File: config.mk
export PLATFORM = sky130hd
export DESIGN_NAME = pinmux_top
export DESIGN_NICKNAME = d
export VERILOG_FILES = /design/src/hw/pinmux_pkg.sv /design/src/hw/pad_mux.sv /design/src/hw/semaphore_regs.sv /design/src/hw/timer_unit.sv /design/src/hw/gpio_regs.sv /design/src/hw/reg_router.sv /design/src/hw/pinmux_top.sv
export VERILOG_INCLUDE_DIRS = /design/src /design/src/include
export SDC_FILE = /design/constraint.sdc
export NUM_CORES = 1
export LEC_CHECK = 0
export BUFFER_PORTS_ARGS = -buffer_cell sky130_fd_sc_hd__buf_2
export CAP_MARGIN = 25
export CORE_MARGIN = 3
export CORE_UTILIZATION = 35
export DETAILED_ROUTE_END_ITERATION = 7
export MAX_ROUTING_LAYER = met4
export SLEW_MARGIN = 20
export SYNTH_ARGS = -nofsm -noshare
export SYNTH_HDL_FRONTEND = slang
export SYNTH_SLANG_ARGS = --single-unit
File: constraint.sdc
create_clock -name mclk -period 3.35 [get_ports mclk]
set_input_delay 0.335 -clock mclk [delete_from_list [all_inputs] [get_ports mclk]]
set_output_delay 0.335 -clock mclk [all_outputs]
set_load 0.03 [all_outputs]
File: src/include/pinmux_config.svh
// Pinmux subsystem configuration
`ifndef PINMUX_CONFIG_SVH
`define PINMUX_CONFIG_SVH

// Bus geometry
`define PINMUX_REG_ADDR_W  10
`define PINMUX_DATA_W      32
`define PINMUX_PAD_N       16

// Block select codes, address bits 9 to 7
`define PINMUX_SEL_GPIO    3'b001
`define PINMUX_SEL_TIMER   3'b011
`define PINMUX_SEL_SEMA    3'b100

// GPIO word offsets
`define PINMUX_GPIO_DIR       5'd0
`define PINMUX_GPIO_OUT       5'd1
`define PINMUX_GPIO_IN        5'd2
`define PINMUX_GPIO_INT_EN    5'd3
`define PINMUX_GPIO_INT_STAT  5'd4
`define PINMUX_GPIO_FUNC_SEL  5'd5

// Timer word offsets
`define PINMUX_TMR_CTRL    5'd0
`define PINMUX_TMR_LOAD    5'd1
`define PINMUX_TMR_COUNT   5'd2
`define PINMUX_TMR_STAT    5'd3

// mclk cycles per timer tick
`define PINMUX_TICK_DIV    4

// Hardware semaphores, offsets 1 and up
`define PINMUX_SEMA_N      15

`endif

File: src/hw/pinmux_pkg.sv
// Pinmux shared types
`default_nettype none

`include "pinmux_config.svh"

package pinmux_pkg;

   // ----------------------------------------
   // Register access seen by every block
   // ----------------------------------------
   typedef struct packed {
      logic                      wr;      // 1 = write, 0 = read
      logic [4:0]                offset;  // Word offset, addr bits 6 to 2
      logic [`PINMUX_DATA_W-1:0] wdata;
   } reg_req_t;

   // Interrupt lines out of the subsystem
   typedef struct packed {
      logic gpio;
      logic timer;
   } irq_t;

   // Pad side drive
   typedef struct packed {
      logic [`PINMUX_PAD_N-1:0] out;
      logic [`PINMUX_PAD_N-1:0] oen;  // Active low output enable
   } pad_bus_t;

   // ----------------------------------------
   // Block select, same codes as address bits 9 to 7
   // ----------------------------------------
   typedef enum logic [2:0] {
      BLK_NONE  = 3'b000,
      BLK_GPIO  = `PINMUX_SEL_GPIO,
      BLK_TIMER = `PINMUX_SEL_TIMER,
      BLK_SEMA  = `PINMUX_SEL_SEMA
   } blk_sel_e;

endpackage

`default_nettype wire

File: src/hw/pad_mux.sv
// Pad function multiplexer
`timescale 1ns/1ps
`default_nettype none

`include "pinmux_config.svh"

module pad_mux (
   input  logic [`PINMUX_PAD_N-1:0] gpio_out_i,
   input  logic [`PINMUX_PAD_N-1:0] gpio_dir_i,
   input  logic [`PINMUX_PAD_N-1:0] func_sel_i,
   input  logic [`PINMUX_PAD_N-1:0] pad_in_i,
   input  logic                     uart_txd_i,
   output pinmux_pkg::pad_bus_t     pads_o,
   output logic                     uart_rxd_o
);

   always_comb begin
      // GPIO by default, DIR 1 drives the pad
      pads_o.out = gpio_out_i;
      pads_o.oen = ~gpio_dir_i;

      // Pad 0 as UART transmit
      if (func_sel_i[0]) begin
         pads_o.out[0] = uart_txd_i;
         pads_o.oen[0] = 1'b0;
      end

      // Pad 1 as UART receive, output off
      if (func_sel_i[1]) begin
         pads_o.oen[1] = 1'b1;
      end
   end

   // Idle line high when receive is not routed
   assign uart_rxd_o = func_sel_i[1] ? pad_in_i[1] : 1'b1;

endmodule

`default_nettype wire

File: src/hw/semaphore_regs.sv
// Hardware semaphore bank
`timescale 1ns/1ps
`default_nettype none

`include "pinmux_config.svh"

module semaphore_regs (
   input  logic                      mclk,
   input  logic                      reset_i,
   input  pinmux_pkg::reg_req_t      req_i,
   input  logic                      stb_i,
   output logic [`PINMUX_DATA_W-1:0] rdata_o
);

   localparam int SEMA_N = `PINMUX_SEMA_N;

   // Lock n lives at offset n, bit 0 unused
   logic [SEMA_N:1] lock_q;

   // ----------------------------------------
   // Lock state, changes only at the strobe
   // ----------------------------------------
   always_ff @(posedge mclk) begin
      if (reset_i) begin
         lock_q <= '0;
      end else if (stb_i) begin
         for (int i = 1; i <= SEMA_N; i++) begin
            if (req_i.offset == 5'(i)) begin
               if (!req_i.wr) begin
                  // Read takes the lock, already taken stays taken
                  lock_q[i] <= 1'b1;
               end else if (req_i.wdata[0]) begin
                  lock_q[i] <= 1'b0;
               end
            end
         end
      end
   end

   // Read value is the grant, sampled before the take
   always_comb begin
      rdata_o = '0;
      if (req_i.offset == 5'd0) begin
         // Bitmap view, no side effect
         rdata_o[SEMA_N:1] = lock_q;
      end else begin
         for (int i = 1; i <= SEMA_N; i++) begin
            if (req_i.offset == 5'(i)) begin
               rdata_o[0] = ~lock_q[i];
            end
         end
      end
   end

endmodule

`default_nettype wire

File: src/hw/timer_unit.sv
// Prescaled down-counting timer
`timescale 1ns/1ps
`default_nettype none

`include "pinmux_config.svh"

module timer_unit (
   input  logic                      mclk,
   input  logic                      reset_i,
   input  pinmux_pkg::reg_req_t      req_i,
   input  logic                      stb_i,
   output logic [`PINMUX_DATA_W-1:0] rdata_o,
   output logic                      irq_o
);

   localparam int DATA_W = `PINMUX_DATA_W;
   localparam int PRE_W  = $clog2(`PINMUX_TICK_DIV);

   logic              wr_en;
   logic              en_q;
   logic [PRE_W-1:0]  pre_q;
   logic              tick;
   logic [DATA_W-1:0] load_q;
   logic [DATA_W-1:0] count_q;
   logic              stat_q;

   assign wr_en = stb_i & req_i.wr;

   // ----------------------------------------
   // Tick prescaler
   // ----------------------------------------
   assign tick = en_q && (pre_q == PRE_W'(`PINMUX_TICK_DIV - 1));

   always_ff @(posedge mclk) begin
      if (reset_i) begin
         pre_q <= '0;
      end else if (!en_q || tick) begin
         // Held at zero while stopped
         pre_q <= '0;
      end else begin
         pre_q <= pre_q + 1'b1;
      end
   end

   // ----------------------------------------
   // Control, counter and status
   // ----------------------------------------
   always_ff @(posedge mclk) begin
      if (reset_i) begin
         en_q    <= 1'b0;
         load_q  <= '0;
         count_q <= '0;
         stat_q  <= 1'b0;
      end else begin
         if (wr_en && req_i.offset == `PINMUX_TMR_CTRL) begin
            en_q <= req_i.wdata[0];
         end
         // Clear first so an expiry in the same cycle is kept
         if (wr_en && req_i.offset == `PINMUX_TMR_STAT && req_i.wdata[0]) begin
            stat_q <= 1'b0;
         end
         if (wr_en && req_i.offset == `PINMUX_TMR_LOAD) begin
            // LOAD write restarts the count
            load_q  <= req_i.wdata;
            count_q <= req_i.wdata;
         end else if (tick) begin
            if (count_q == '0) begin
               stat_q  <= 1'b1;
               count_q <= load_q;
            end else begin
               count_q <= count_q - 1'b1;
            end
         end
      end
   end

   // Read mux
   always_comb begin
      case (req_i.offset)
         `PINMUX_TMR_CTRL:  rdata_o = {{(DATA_W-1){1'b0}}, en_q};
         `PINMUX_TMR_LOAD:  rdata_o = load_q;
         `PINMUX_TMR_COUNT: rdata_o = count_q;
         `PINMUX_TMR_STAT:  rdata_o = {{(DATA_W-1){1'b0}}, stat_q};
         default:           rdata_o = '0;
      endcase
   end

   assign irq_o = stat_q;

endmodule

`default_nettype wire

File: src/hw/gpio_regs.sv
// GPIO register bank
`timescale 1ns/1ps
`default_nettype none

`include "pinmux_config.svh"

module gpio_regs (
   input  logic                      mclk,
   input  logic                      reset_i,
   input  pinmux_pkg::reg_req_t      req_i,
   input  logic                      stb_i,
   output logic [`PINMUX_DATA_W-1:0] rdata_o,
   input  logic [`PINMUX_PAD_N-1:0]  pad_in_i,
   output logic [`PINMUX_PAD_N-1:0]  gpio_out_o,
   output logic [`PINMUX_PAD_N-1:0]  gpio_dir_o,
   output logic [`PINMUX_PAD_N-1:0]  func_sel_o,
   output logic                      irq_o
);

   localparam int PAD_N = `PINMUX_PAD_N;

   logic             wr_en;
   logic [PAD_N-1:0] wdata;
   logic [PAD_N-1:0] dir_q;
   logic [PAD_N-1:0] out_q;
   logic [PAD_N-1:0] int_en_q;
   logic [PAD_N-1:0] int_stat_q;
   logic [PAD_N-1:0] func_sel_q;
   // Input synchronizer and edge history
   logic [PAD_N-1:0] in_meta_q;
   logic [PAD_N-1:0] in_sync_q;
   logic [PAD_N-1:0] in_prev_q;
   logic [PAD_N-1:0] rise;
   logic [PAD_N-1:0] stat_clr;

   assign wr_en = stb_i & req_i.wr;
   assign wdata = req_i.wdata[PAD_N-1:0];

   // ----------------------------------------
   // Pad input path
   // ----------------------------------------
   always_ff @(posedge mclk) begin
      if (reset_i) begin
         in_meta_q <= '0;
         in_sync_q <= '0;
         in_prev_q <= '0;
      end else begin
         in_meta_q <= pad_in_i;
         in_sync_q <= in_meta_q;
         in_prev_q <= in_sync_q;
      end
   end

   // Rising edge on the synchronized input
   assign rise = in_sync_q & ~in_prev_q;

   // Write 1 to clear, a new edge wins over the clear
   assign stat_clr = (wr_en && req_i.offset == `PINMUX_GPIO_INT_STAT) ? wdata : '0;

   // ----------------------------------------
   // Config registers
   // ----------------------------------------
   always_ff @(posedge mclk) begin
      if (reset_i) begin
         dir_q      <= '0;
         out_q      <= '0;
         int_en_q   <= '0;
         int_stat_q <= '0;
         func_sel_q <= '0;
      end else begin
         int_stat_q <= (int_stat_q & ~stat_clr) | rise;
         if (wr_en) begin
            case (req_i.offset)
               `PINMUX_GPIO_DIR:      dir_q      <= wdata;
               `PINMUX_GPIO_OUT:      out_q      <= wdata;
               `PINMUX_GPIO_INT_EN:   int_en_q   <= wdata;
               `PINMUX_GPIO_FUNC_SEL: func_sel_q <= wdata;
               default: ;
            endcase
         end
      end
   end

   // Read mux, IN is read only
   always_comb begin
      rdata_o = '0;
      case (req_i.offset)
         `PINMUX_GPIO_DIR:      rdata_o[PAD_N-1:0] = dir_q;
         `PINMUX_GPIO_OUT:      rdata_o[PAD_N-1:0] = out_q;
         `PINMUX_GPIO_IN:       rdata_o[PAD_N-1:0] = in_sync_q;
         `PINMUX_GPIO_INT_EN:   rdata_o[PAD_N-1:0] = int_en_q;
         `PINMUX_GPIO_INT_STAT: rdata_o[PAD_N-1:0] = int_stat_q;
         `PINMUX_GPIO_FUNC_SEL: rdata_o[PAD_N-1:0] = func_sel_q;
         default: ;
      endcase
   end

   assign gpio_out_o = out_q;
   assign gpio_dir_o = dir_q;
   assign func_sel_o = func_sel_q;

   // Any enabled pending edge
   assign irq_o = |(int_stat_q & int_en_q);

endmodule

`default_nettype wire

File: src/hw/reg_router.sv
// Register bus block router
`timescale 1ns/1ps
`default_nettype none

`include "pinmux_config.svh"

module reg_router (
   input  logic                          mclk,
   input  logic                          reset_i,
   input  logic                          reg_cs_i,
   input  logic                          reg_wr_i,
   input  logic [`PINMUX_REG_ADDR_W-1:0] reg_addr_i,
   input  logic [`PINMUX_DATA_W-1:0]     reg_wdata_i,
   output logic [`PINMUX_DATA_W-1:0]     reg_rdata_o,
   output logic                          reg_ack_o,
   // Towards the blocks
   output pinmux_pkg::reg_req_t          req_o,
   output logic                          gpio_stb_o,
   output logic                          tmr_stb_o,
   output logic                          sema_stb_o,
   input  logic [`PINMUX_DATA_W-1:0]     gpio_rdata_i,
   input  logic [`PINMUX_DATA_W-1:0]     tmr_rdata_i,
   input  logic [`PINMUX_DATA_W-1:0]     sema_rdata_i
);

   pinmux_pkg::blk_sel_e       sel;
   logic                       ack_q;
   logic                       start;
   logic [`PINMUX_DATA_W-1:0]  blk_rdata;
   logic [`PINMUX_DATA_W-1:0]  rdata_q;

   // ----------------------------------------
   // Block decode from the top address bits
   // ----------------------------------------
   always_comb begin
      case (reg_addr_i[`PINMUX_REG_ADDR_W-1 -: 3])
         `PINMUX_SEL_GPIO:  sel = pinmux_pkg::BLK_GPIO;
         `PINMUX_SEL_TIMER: sel = pinmux_pkg::BLK_TIMER;
         `PINMUX_SEL_SEMA:  sel = pinmux_pkg::BLK_SEMA;
         // Dropped blocks and unmapped codes
         default:           sel = pinmux_pkg::BLK_NONE;
      endcase
   end

   // Shared request, word offset from bits 6 to 2
   assign req_o = '{wr: reg_wr_i, offset: reg_addr_i[6:2], wdata: reg_wdata_i};

   // New access: cs seen high while ack still low
   assign start = reg_cs_i & ~ack_q;

   // One-cycle strobes, the edge closing this cycle raises ack
   assign gpio_stb_o = start & (sel == pinmux_pkg::BLK_GPIO);
   assign tmr_stb_o  = start & (sel == pinmux_pkg::BLK_TIMER);
   assign sema_stb_o = start & (sel == pinmux_pkg::BLK_SEMA);

   // Response mux
   always_comb begin
      case (sel)
         pinmux_pkg::BLK_GPIO:  blk_rdata = gpio_rdata_i;
         pinmux_pkg::BLK_TIMER: blk_rdata = tmr_rdata_i;
         pinmux_pkg::BLK_SEMA:  blk_rdata = sema_rdata_i;
         default:               blk_rdata = '0;
      endcase
   end

   // ----------------------------------------
   // Four-phase acknowledge
   // ----------------------------------------
   // ack follows cs by one edge in both directions
   always_ff @(posedge mclk) begin
      if (reset_i) begin
         ack_q <= 1'b0;
      end else begin
         ack_q <= reg_cs_i;
      end
   end

   // Read data captured with the rising ack, held while ack is high
   always_ff @(posedge mclk) begin
      if (start) begin
         rdata_q <= blk_rdata;
      end
   end

   assign reg_ack_o   = ack_q;
   assign reg_rdata_o = rdata_q;

endmodule

`default_nettype wire

File: src/hw/pinmux_top.sv
// Pinmux subsystem top
`timescale 1ns/1ps
`default_nettype none

`include "pinmux_config.svh"

module pinmux_top (
   input  logic                          mclk,
   input  logic                          reset_i,
   // Register bus
   input  logic                          reg_cs_i,
   input  logic                          reg_wr_i,
   input  logic [`PINMUX_REG_ADDR_W-1:0] reg_addr_i,
   input  logic [`PINMUX_DATA_W-1:0]     reg_wdata_i,
   output logic [`PINMUX_DATA_W-1:0]     reg_rdata_o,
   output logic                          reg_ack_o,
   // Pads
   input  logic [`PINMUX_PAD_N-1:0]      pad_in_i,
   output pinmux_pkg::pad_bus_t          pads_o,
   // UART
   input  logic                          uart_txd_i,
   output logic                          uart_rxd_o,
   // Interrupts
   output pinmux_pkg::irq_t              irq_o
);

   pinmux_pkg::reg_req_t         req;
   logic                         gpio_stb;
   logic                         tmr_stb;
   logic                         sema_stb;
   logic [`PINMUX_DATA_W-1:0]    gpio_rdata;
   logic [`PINMUX_DATA_W-1:0]    tmr_rdata;
   logic [`PINMUX_DATA_W-1:0]    sema_rdata;

   // GPIO config towards the pad mux
   logic [`PINMUX_PAD_N-1:0]     gpio_out;
   logic [`PINMUX_PAD_N-1:0]     gpio_dir;
   logic [`PINMUX_PAD_N-1:0]     func_sel;

   logic                         gpio_irq;
   logic                         tmr_irq;

   assign irq_o = '{gpio: gpio_irq, timer: tmr_irq};

   // ----------------------------------------
   // Decode and response path
   // ----------------------------------------
   reg_router u_router (
      .mclk         (mclk),
      .reset_i      (reset_i),
      .reg_cs_i     (reg_cs_i),
      .reg_wr_i     (reg_wr_i),
      .reg_addr_i   (reg_addr_i),
      .reg_wdata_i  (reg_wdata_i),
      .reg_rdata_o  (reg_rdata_o),
      .reg_ack_o    (reg_ack_o),
      .req_o        (req),
      .gpio_stb_o   (gpio_stb),
      .tmr_stb_o    (tmr_stb),
      .sema_stb_o   (sema_stb),
      .gpio_rdata_i (gpio_rdata),
      .tmr_rdata_i  (tmr_rdata),
      .sema_rdata_i (sema_rdata)
   );

   // ----------------------------------------
   // Peripherals
   // ----------------------------------------
   gpio_regs u_gpio (
      .mclk       (mclk),
      .reset_i    (reset_i),
      .req_i      (req),
      .stb_i      (gpio_stb),
      .rdata_o    (gpio_rdata),
      .pad_in_i   (pad_in_i),
      .gpio_out_o (gpio_out),
      .gpio_dir_o (gpio_dir),
      .func_sel_o (func_sel),
      .irq_o      (gpio_irq)
   );

   timer_unit u_timer (
      .mclk    (mclk),
      .reset_i (reset_i),
      .req_i   (req),
      .stb_i   (tmr_stb),
      .rdata_o (tmr_rdata),
      .irq_o   (tmr_irq)
   );

   semaphore_regs u_sema (
      .mclk    (mclk),
      .reset_i (reset_i),
      .req_i   (req),
      .stb_i   (sema_stb),
      .rdata_o (sema_rdata)
   );

   // Pad routing
   pad_mux u_pad_mux (
      .gpio_out_i (gpio_out),
      .gpio_dir_i (gpio_dir),
      .func_sel_i (func_sel),
      .pad_in_i   (pad_in_i),
      .uart_txd_i (uart_txd_i),
      .pads_o     (pads_o),
      .uart_rxd_o (uart_rxd_o)
   );

endmodule

`default_nettype wire

* Word-level counts from Yosys, hierarchy flattened
Index checks and enable logic that the tools add are counted.
** Storage, ports and cells
- Bits of input ports :: 63
- Register bits :: 244
- Output and inout port bits :: 68
- Logic and storage cells :: 151
** Operators by class
- Equal/unequal tests :: 23
- Reductions and logical operators :: 32
- Bitwise gates (word level) :: 29
- Add/sub/neg operators :: 2
- Mux-type cells :: 35
** Operators by type and width (number)
- one-hot mux 32 bit (4 select lines) :: 1
- two-way mux 32 bit :: 3
- one-hot mux 16 bit (6 select lines) :: 1
- one-hot mux 32 bit (3 select lines) :: 1
- bitwise AND 16 bit :: 3
- NOT 16 bit :: 3
- AND reduction 3 bit :: 15
- == test 5 x 4 -> 1 bit (second input constant) :: 8
- logical NOT 32 bit :: 1
- subtractor 32 x 1 -> 32 bit (second input constant) :: 1
- two-way mux 1 bit :: 26
- == test 5 x 3 -> 1 bit (second input constant) :: 4
- two-way mux 16 bit :: 1
- NOT 1 bit :: 16
- OR 16 bit :: 1
- OR reduction 16 bit :: 1
- two-way mux 15 bit :: 1
- == test 5 x 2 -> 1 bit (second input constant) :: 2
- one-hot mux 3 bit (3 select lines) :: 1
- AND reduction 2 bit :: 4
- bitwise AND 1 bit :: 6
- == test 3 x 1 -> 1 bit (second input constant) :: 2
- == test 3 x 2 -> 1 bit (second input constant) :: 2
- == test 3 bit (second input constant) :: 2
- other kinds (10) :: 15

* Logic depth before layout (Yosys ltp)
Gate-level depths: netlist of run 1.
- Word-level depth :: 18
- Gate-level depth with buffers :: 9
- Depth with buffers taken out :: 7

* By module
A second synthesis of run 1 with hierarchy kept.
** Unflattened totals
- Cells, all modules :: 1438
- Area total of the unflattened synthesis :: 13460.4 um^2
** By module, submodules not included
- gpio_regs :: instances 1, cells each 548, area each 5522.8 um^2, sequential area each 2562.5 um^2
- timer_unit :: instances 1, cells each 515, area each 4112.7 um^2, sequential area each 1361.3 um^2
- reg_router :: instances 1, cells each 200, area each 2437.3 um^2, sequential area each 980.9 um^2
- semaphore_regs :: instances 1, cells each 140, area each 1176.1 um^2, sequential area each 300.3 um^2
- pad_mux :: instances 1, cells each 33, area each 196.4 um^2, sequential area each 0.0 um^2
- pinmux_top :: instances 1, cells each 2, area each 15.0 um^2, sequential area each 0.0 um^2

* Worst setup path before layout of run 1
No wires, ideal clock.
- Path type :: register to register
- Start :: register u_router.ack_q, in the netlist u_router.reg_ack_o
- End :: register u_sema.lock_q[4] (netlist name)
- Stages on the path, launching flop included :: 7
- Required time :: 3264 ps
- Path slack :: 253 ps
- Buffers on the path :: 1
- Data arrival time :: 3012 ps
- Library setup time :: 86 ps
- Path through :: dfxtp_1 > nor2b_1 > o211ai_1 > clkbuf_1 > nor3b_1 > nor2_1 > a211oi_1
** On the way
- Cells in the longest elaborated chain, start to end :: 4
** Ends and longest elaborated chain
- start: declaration :: RTL line reg_router.sv:27 : logic ack_q;
- start signal: assignment :: RTL line reg_router.sv:74 : ack_q <= reg_cs_i;
- NOT 1 bit :: RTL line reg_router.sv:49 : assign start = reg_cs_i & ~ack_q;
- bitwise AND 1 bit :: RTL line reg_router.sv:49
- via u_router.start :: RTL line reg_router.sv:28 : logic start;
- bitwise AND 1 bit :: RTL line reg_router.sv:54 : assign sema_stb_o = start & (sel == pinmux_pkg::BLK_SEMA);
- AND reduction 3 bit (no source line)
- end signal: assignment :: RTL line semaphore_regs.sv:25 : lock_q <= '0;
- end signal: indexed assignment :: RTL line semaphore_regs.sv:31 : lock_q[i] <= 1'b1;
- end signal: indexed assignment :: RTL line semaphore_regs.sv:33 : lock_q[i] <= 1'b0;
- end: declaration :: RTL line semaphore_regs.sv:18 : logic [SEMA_N:1] lock_q;
The timed path passes the listed nets, and every way through them passes these cells.
A chain may end at the register's enable or synchronous reset.

* Final worst setup path of run 1
- Start :: register u_timer.count_q[8]
- End :: register u_timer.count_q[29]
** On the way
- Cells in the longest elaborated chain, start to end :: 4
** Ends and longest elaborated chain
- start: declaration :: RTL line timer_unit.sv:24 : logic [DATA_W-1:0] count_q;
- start signal: assignment :: RTL line timer_unit.sv:65 : count_q <= req_i.wdata;
- start signal: assignment :: RTL line timer_unit.sv:69 : count_q <= load_q;
- start signal: assignment :: RTL line timer_unit.sv:71 : count_q <= count_q - 1'b1;
- subtractor 32 x 1 -> 32 bit / logical NOT 32 bit (equally long branches) :: RTL line timer_unit.sv:71, timer_unit.sv:67
- two-way mux 32 bit * :: RTL line timer_unit.sv:67 : if (count_q == '0) begin
- two-way mux 32 bit * :: RTL line timer_unit.sv:66 : end else if (tick) begin
- two-way mux 32 bit * :: RTL line timer_unit.sv:62 : if (wr_en && req_i.offset == `PINMUX_TMR_LOAD) begin
Every way passes the cells marked *; elsewhere a longest branch is shown, timed or not. The select of a mux whose other input is x is not followed.

==> results of run 1 <==
==> how the worst min path moves through the flow <==
stage / from / endpoint / slack (ns) / depth (start not counted)
CTS: reg_wdata_i[21] / u_timer.count_q[21] / 0.005 / 3
global route: reg_wdata_i[21] / u_timer.count_q[21] / 0.03 / 3
global placement: u_timer.pre_q[0] / u_timer.pre_q[0] / 0.42 / 1
floorplan: u_timer.pre_q[0] / u_timer.pre_q[0] / 0.41 / 1
finish: reg_wdata_i[27] / u_timer.count_q[27] / 0.02 / 3
detailed placement: u_gpio.in_meta_q[8] / u_gpio.in_sync_q[8] / 0.42 / 1
==> cells by family (layout without fill, tap and decap cells) <==
| group | after synthesis | after routing | synth area share [%] |
|---|---|---|---|
| mux | 34 | 34 | 3.08 |
| flops | 244 | 244 | 46.4 |
| simple gates | 501 | 501 | 22.2 |
| compound gates | 351 | 351 | 21.6 |
| fa+ha+maj | 3 | 3 | 0.334 |
| buf+inv | 148 | 259 | 5.64 |
| xor+xnor | 11 | 11 | 0.858 |
==> flip-flops by register name, indices dropped and copies added, names as in the netlist <==
name / count
u_timer.en_q: 1
u_timer.count_q: 32
u_gpio.in_sync_q: 16
u_gpio.int_en_q: 16
u_gpio.in_meta_q: 16
u_timer.irq_o: 1
u_sema.lock_q: 15
u_gpio.func_sel_o: 16
u_gpio.in_prev_q: 16
u_timer.pre_q: 2
u_router.reg_ack_o: 1
u_gpio.gpio_out_o: 16
u_gpio.gpio_dir_o: 16
u_router.reg_rdata_o: 32
u_gpio.int_stat_q: 16
u_timer.load_q: 32
==> cell usage after synthesis (6+ instances only) <==
cell and instances:
dfxtp_1 212, nand2_1 152, a21oi_1 113, nor2_1 95
clkbuf_1 90, a22oi_1 72, nor2b_1 72, nand3_1 61
edfxtp_1 32, mux2i_1 30, nor3_1 27, inv_1 24
a22o_1 21, nor4_1 19, a31oi_1 18, buf_4 17
a221o_1 16, a211oi_1 14, o21ai_0 14, o22ai_1 12
buf_1 11, a311oi_1 10, nand4_1 10, nand2b_1 9
or4_1 9, o211ai_1 6, o221ai_1 6, or3_1 6
xnor2_1 6
==> layer usage <==
layer	track usage, %	share of wire, %
met1	29.9	46
met2	33.8	46
met3	3.06	6.6
met4	4.17	1.3
met5	-	0
==> layout make-up <==
class / instances / share of cell area (%)
Multi-Input combinational cell: 900 / 41.0
Sequential cell: 244 / 39.2
Timing Repair Buffer: 186 / 8.72
Clock buffer: 36 / 5.80
Tap cell: 396 / 3.73
Clock inverter: 13 / 0.830
Inverter: 24 / 0.679
==> worst max-delay path, stage by stage, from the launching register on <==
cell	delay [ns]
dfxtp_1	0.39
or4_4	0.61
or4_1	0.67
or4_1	0.69
o311ai_2	0.32
a21oi_1	0.10
==> metrics by stage <==
| stage | util [%] | hold slack [ns] | worst slack, ns | cell area, µm² |
|---|---|---|---|---|
| floorplan | - | 0.408 | 0.253 | 11200 |
| global placement | 39.4 | 0.416 | 0.462 | 12200 |
| detailed placement | 39.4 | 0.421 | 0.458 | 12200 |
| CTS | 42.7 | 0.00452 | 0.440 | 13300 |
| global route | 42.7 | 0.0289 | 0.331 | 13300 |
| finish | 42.7 | 0.0197 | 0.420 | 13300 |
==> power groups by stage <==
stage,Sequential (mW),Clock [mW],Combinational (mW)
after floorplan,3.13,0,0.151
after global placement,3.11,0,0.330
after detailed placement,3.11,0,0.333
after CTS,3.04,3.00,0.348
after global routing,3.04,3.11,0.375
final,3.04,2.94,0.348
==> what timing repair did <==
action                                  in CTS  in global routing
endpoints found under the setup margin       0                  0
hold buffers                                15                  0
endpoints found under the hold margin       15                  0
==> out/qor.csv, run 1 <==
stage,metric,value,unit
outcome,status,completed,
setup_path,WP data arrival,3.33,ns
placement,Placer Congestion,0.875,
yosys,post-synthesis area per instance,8.69,µm²
power,Worst IR Drop VDD,336,µV
global_route,largest net degree at the start of global routing,98,
floorplan,Die Ht,185,µm
placement,Port Buffers,128,
sta,count of final setup violators,0,
setup_path,worst r2r src,u_timer.count_q[8],
setup_path,kind of critical path,reg2reg,
sta,Slew HR,29.8,%
power,Cell Int Power,4.82,mW
route,final wirelength,36700,µm
yosys,Post-synth top flop,dfxtp_1,
yosys,synthesized area,11200,µm²
floorplan,starting density of the core,36.1,%
cells_and_area,ANT cells,0,
clock_tree,H-tree depth,1,
setup_path,Critical Path RT,3.75,ns
global_route,initial antenna violation count,0,
route,1st-pass router iterations,5,
sta,Clock Skews,0.0213,ns
floorplan,die area,34300,µm²
cells_and_area,most frequent cells in the layout,"dfxtp_1, nand2_1, buf_2",
yosys,"Net Count, Synth",1358,
clock_tree,Clock Tree Root,clkbuf_16,
setup_path,CP startpoint kind,flop,
power,Clk network pwr share,46.5,%
yosys,synth top area cells,"dfxtp_1, edfxtp_1, nand2_1",
route,1st-iter DRT viols,1088,
cells_and_area,"most common cell after layout, fill and taps aside",dfxtp_1,
yosys,sequential fraction of the synthesis area,46.4,%
route,DRC errors left,0,
setup_path,reg2reg end,u_timer.count_q[29],
run,maxcap violations,0,
yosys,"EDFF count, synth",32,
sta,Setup TNS,0,ns
clock_tree,Clock transition at path regs,0.06,ns
power,PwrDens,477,nW/µm²
cells_and_area,Multi-input gate area,5440,µm²
cells_and_area,fill cell count,3064,
global_route,first-pass GRT wire length,56900,µm
cells_and_area,register area,5200,µm²
yosys,"Async S/R FF share, synth",0,%
floorplan,IO Pins,131,
sta,fin. max-slew vios,0,
global_route,vias in the first global route,9786,
setup_path,crit path to,u_timer.count_q[29],
clock_tree,clk sinks,244,
floorplan,Die X-Extent,185,µm
sta,Fin. Hold Viols,0,
setup_path,Worst Setup SP,u_timer.count_q[8],
setup_path,"setup slack, reg-to-reg",0.42,ns
floorplan,core box area,31100,µm²
sta,RSZ-0062 raised after global routing,no,
cells_and_area,area grow syn2layout,18.2,%
setup_path,r2r worst-path depth,5,
yosys,Yosys warnings,0,
yosys,register bit total from synthesis,244,
global_route,global-route usage over all layers,21.5,%
route,Routed WL per cell,20.4,µm
clock_tree,Setup Buffers After CTS,0,
placement,Placed Instances,1734,
setup_path,crit end category,flop,
power,PnR Total Power,6.33,mW
sta,worst slew pin tran,1.05,ns
route,ANT nets after route,0,
yosys,top cell type by total area after synthesis,dfxtp_1,
clock_tree,Clock Path Buffers,3,
yosys,Post-Syn Instances,1292,
cells_and_area,share of cells above drive strength 1,17.2,%
setup_path,"critical path fanouts, max",8,
power,Leak Pwr,4.65,nW
clock_tree,PostCTS Resize Cnt,0,
hold_path,HP Class,in2reg,
power,Comb power frac,5.5,%
global_route,grt total ovfl,0,
clock_tree,worst-skew pair later-pin latency,0.56,ns
cells_and_area,Layout Nets,1449,
power,sequential share of power,48.0,%
sta,Final period util,87.5,%
route,Vias,10400,
cells_and_area,fin cells,1799,
route,routed vias/inst,5.76,
power,sw frac,23.9,%
yosys,share of the synthesized area in the top cell type,37.8,%
sta,Fmax achieved,0.341,GHz
clock_tree,CTS buffer count,27,
sta,min cycle time layout,2.93,ns
floorplan,std cell rows,64,
yosys,Yosys cell types,72,
clock_tree,CTS tree,yes,
power,NetSw,1.51,mW
placement,Post-DP HPWL,24600,µm
No activity file was read; power rests on OpenSTA's default activity.
==> run 2, diff against run 1 <==
Settings changed: ABC_AREA from default to 1, GPL_ROUTABILITY_DRIVEN from default to 0, PLACE_DENSITY from default to 0.53.
==> out/qor.csv, run 2 <==
stage,metric,value,unit,change
yosys,synthesized area,11000,µm²,was 11200 µm²
floorplan,Die Ht,183,µm,was 185 µm
clock_tree,clk sinks,244,,unchanged
cells_and_area,share of cells above drive strength 1,14.9,%,was 17.2%
setup_path,crit path to,u_timer.count_q[6],,was u_timer.count_q[29]
clock_tree,PostCTS Resize Cnt,0,,unchanged
global_route,initial antenna violation count,0,,unchanged
sta,Final period util,69.3,%,was 87.5%
cells_and_area,area grow syn2layout,18.5,%,was 18.2%
yosys,Yosys cell types,45,,was 72
power,PwrDens,502,nW/µm²,was 477 nW/µm²
setup_path,WP data arrival,2.77,ns,was 3.33 ns
route,Vias,10200,,was 10400
floorplan,IO Pins,131,,unchanged
placement,Port Buffers,128,,unchanged
run,maxcap violations,0,,unchanged
sta,count of final setup violators,0,,unchanged
outcome,status,completed,,unchanged
sta,fin. max-slew vios,0,,unchanged
setup_path,Worst Setup SP,u_router.reg_ack_o,,was u_timer.count_q[8]
cells_and_area,post-layout util,42.3,%,was 42.7%
floorplan,die area,33500,µm²,was 34300 µm²
clock_tree,CTS tree,yes,,unchanged
sta,Slew HR,46.9,%,was 29.8%
setup_path,r2r worst-path depth,8,,was 5
yosys,top cell type by total area after synthesis,dfxtp_1,,unchanged
route,routed vias/inst,5.10,,was 5.76
clock_tree,worst-skew pair later-pin latency,0.57,ns,was 0.56 ns
sta,Clock Skews,0.0285,ns,was 0.0213 ns
global_route,vias in the first global route,9832,,was 9786
floorplan,core box area,30700,µm²,was 31100 µm²
yosys,"Net Count, Synth",1530,,was 1358
setup_path,CP startpoint kind,flop,,unchanged
cells_and_area,fill cell count,3213,,was 3064
global_route,first-pass GRT wire length,54600,µm,was 56900 µm
setup_path,crit end category,flop,,unchanged
yosys,register bit total from synthesis,244,,unchanged
setup_path,"setup slack, reg-to-reg",1.03,ns,was 0.42 ns
route,ANT nets after route,0,,unchanged
floorplan,std cell rows,64,,unchanged
route,DRC errors left,0,,unchanged
sta,Setup TNS,0,ns,unchanged
yosys,share of the synthesized area in the top cell type,38.7,%,was 37.8%
sta,min cycle time layout,2.32,ns,was 2.93 ns
route,1st-pass router iterations,5,,unchanged
sta,Fmax achieved,0.431,GHz,was 0.341 GHz
yosys,Post-Syn Instances,1464,,was 1292
clock_tree,Setup Buffers After CTS,0,,unchanged
power,Leak Pwr,5.36,nW,was 4.65 nW
global_route,grt total ovfl,0,,unchanged
yosys,sequential fraction of the synthesis area,47.4,%,was 46.4%
yosys,Yosys warnings,0,,unchanged
sta,RSZ-0062 raised after global routing,no,,unchanged
clock_tree,Clock Tree Root,clkbuf_16,,unchanged
sta,Fin. Hold Viols,0,,unchanged
placement,Post-DP HPWL,24600,µm,about the same
yosys,synth top area cells,"dfxtp_1, nand2_1, edfxtp_1",,"was dfxtp_1, edfxtp_1, nand2_1"
route,1st-iter DRT viols,758,,was 1088
clock_tree,Clock Path Buffers,3,,unchanged
yosys,most common cell in the synthesized netlist,nand2_1,,was dfxtp_1
setup_path,"critical path fanouts, max",27,,was 8
cells_and_area,Layout Nets,1641,,was 1449
global_route,global-route usage over all layers,21.1,%,was 21.5%
power,PnR Total Power,6.53,mW,was 6.33 mW
setup_path,reg2reg end,u_timer.count_q[6],,was u_timer.count_q[29]
hold_path,HP Class,in2reg,,unchanged
route,final wirelength,35000,µm,was 36700 µm
power,Worst IR Drop VDD,349,µV,was 336 µV
cells_and_area,most frequent cells in the layout,"nand2_1, dfxtp_1, inv_1",,"was dfxtp_1, nand2_1, buf_2"
global_route,largest net degree at the start of global routing,98,,unchanged
setup_path,kind of critical path,reg2reg,,unchanged
route,Routed WL per cell,17.6,µm,was 20.4 µm
floorplan,starting density of the core,35.7,%,was 36.1%
cells_and_area,"most common cell after layout, fill and taps aside",nand2_1,,was dfxtp_1
clock_tree,H-tree depth,1,,unchanged
cells_and_area,ANT cells,0,,unchanged
yosys,"Async S/R FF share, synth",0,%,unchanged
yosys,post-synthesis area per instance,7.50,µm²,was 8.69 µm²
sta,worst slew pin tran,0.796,ns,was 1.05 ns
yosys,Post-synth top flop,dfxtp_1,,unchanged
clock_tree,Clock transition at path regs,0.06,ns,about the same
setup_path,Critical Path RT,3.80,ns,was 3.75 ns
floorplan,Die X-Extent,183,µm,was 185 µm
clock_tree,CTS buffer count,29,,was 27
yosys,"EDFF count, synth",32,,unchanged
yosys,synth cell count leaders,"nand2_1, dfxtp_1, inv_1",,"was dfxtp_1, nand2_1, a21oi_1"
setup_path,worst r2r src,u_router.reg_ack_o,,was u_timer.count_q[8]
-- run 2: how the worst min path moves through the flow --
stage | from | endpoint | depth (start not counted)
floorplan | u_gpio.in_meta_q[0] | u_gpio.in_sync_q[0] | 2
global placement | u_gpio.in_meta_q[9] | u_gpio.in_sync_q[9] | 2
detailed placement | u_gpio.in_meta_q[9] | u_gpio.in_sync_q[9] | 2
CTS | reg_cs_i | u_router.reg_ack_o | 3
global route | reg_cs_i | u_router.reg_ack_o | 3
finish | reg_cs_i | u_router.reg_ack_o | 3
-- run 2: power by group --
part	switching, mW	internal, mW
Sequential	0.0176	3.01
Combinational	0.241	0.100
Clock	1.28	1.89
-- run 2: repair_timing --
action | 4_1_cts | 5_1_grt
endpoints found under the hold margin | 16 | 0
hold buffers | 16 | 0
endpoints found under the setup margin | 0 | 0
-- run 2: layout make-up --
| type | instances | area, µm² | area share, % |
|---|---|---|---|
| clock buffers | 39 | 867 | 6.66 |
| inverters | 209 | 787 | 6.05 |
| multi-input cells | 926 | 4570 | 35.1 |
| flip-flops and latches | 244 | 5200 | 40.0 |
| clock inverters | 15 | 106 | 0.817 |
| well taps | 396 | 495 | 3.81 |
| repair buffers | 165 | 981 | 7.54 |
-- run 2: critical path: stages, from the launching register on --
cell and delay (ns):
dfxtp_1 0.33, nor2_4 0.44, nand3_2 0.20, nor2_4 0.14, inv_2 0.05, nand2_2 0.42
inv_2 0.26, a211oi_1 0.31, nor2_1 0.06
-- run 2: kinds of logic (layout without fill, tap and decap cells) --
group	count (synthesis)	in the layout	share of synthesized area, %
adder cells (fa/ha/maj)	3	3	0.342
flip-flops	244	244	47.4
XOR/XNOR	15	15	1.20
AND/OR/NAND/NOR	484	484	18.8
buffers and inverters	294	428	11.1
AO/OA/AOI/OAI	424	424	21.2
-- run 2: layer usage --
metal	vias to the layer above	GRT usage, %	part of all wire [%]
met5	-	-	0
met4	0	5.39	2.0
met3	46	2.48	4.8
met2	272	34.9	48
met1	4807	27.6	46
li1	5053	-	-
-- run 2: stage by stage --
stage          instance area (µm²)  hold slack, ns  std cells  worst slack [ns]
6_report                     13000          0.0417       1994              1.03
5_1_grt                      13000          0.0497       1994             0.843
4_1_cts                      13000          0.0149       1993             0.911
3_5_place_dp                 11900           0.400       1923             0.739
3_3_place_gp                 11900           0.396       1923             0.773
2_1_floorplan                11000           0.388       1464             0.826
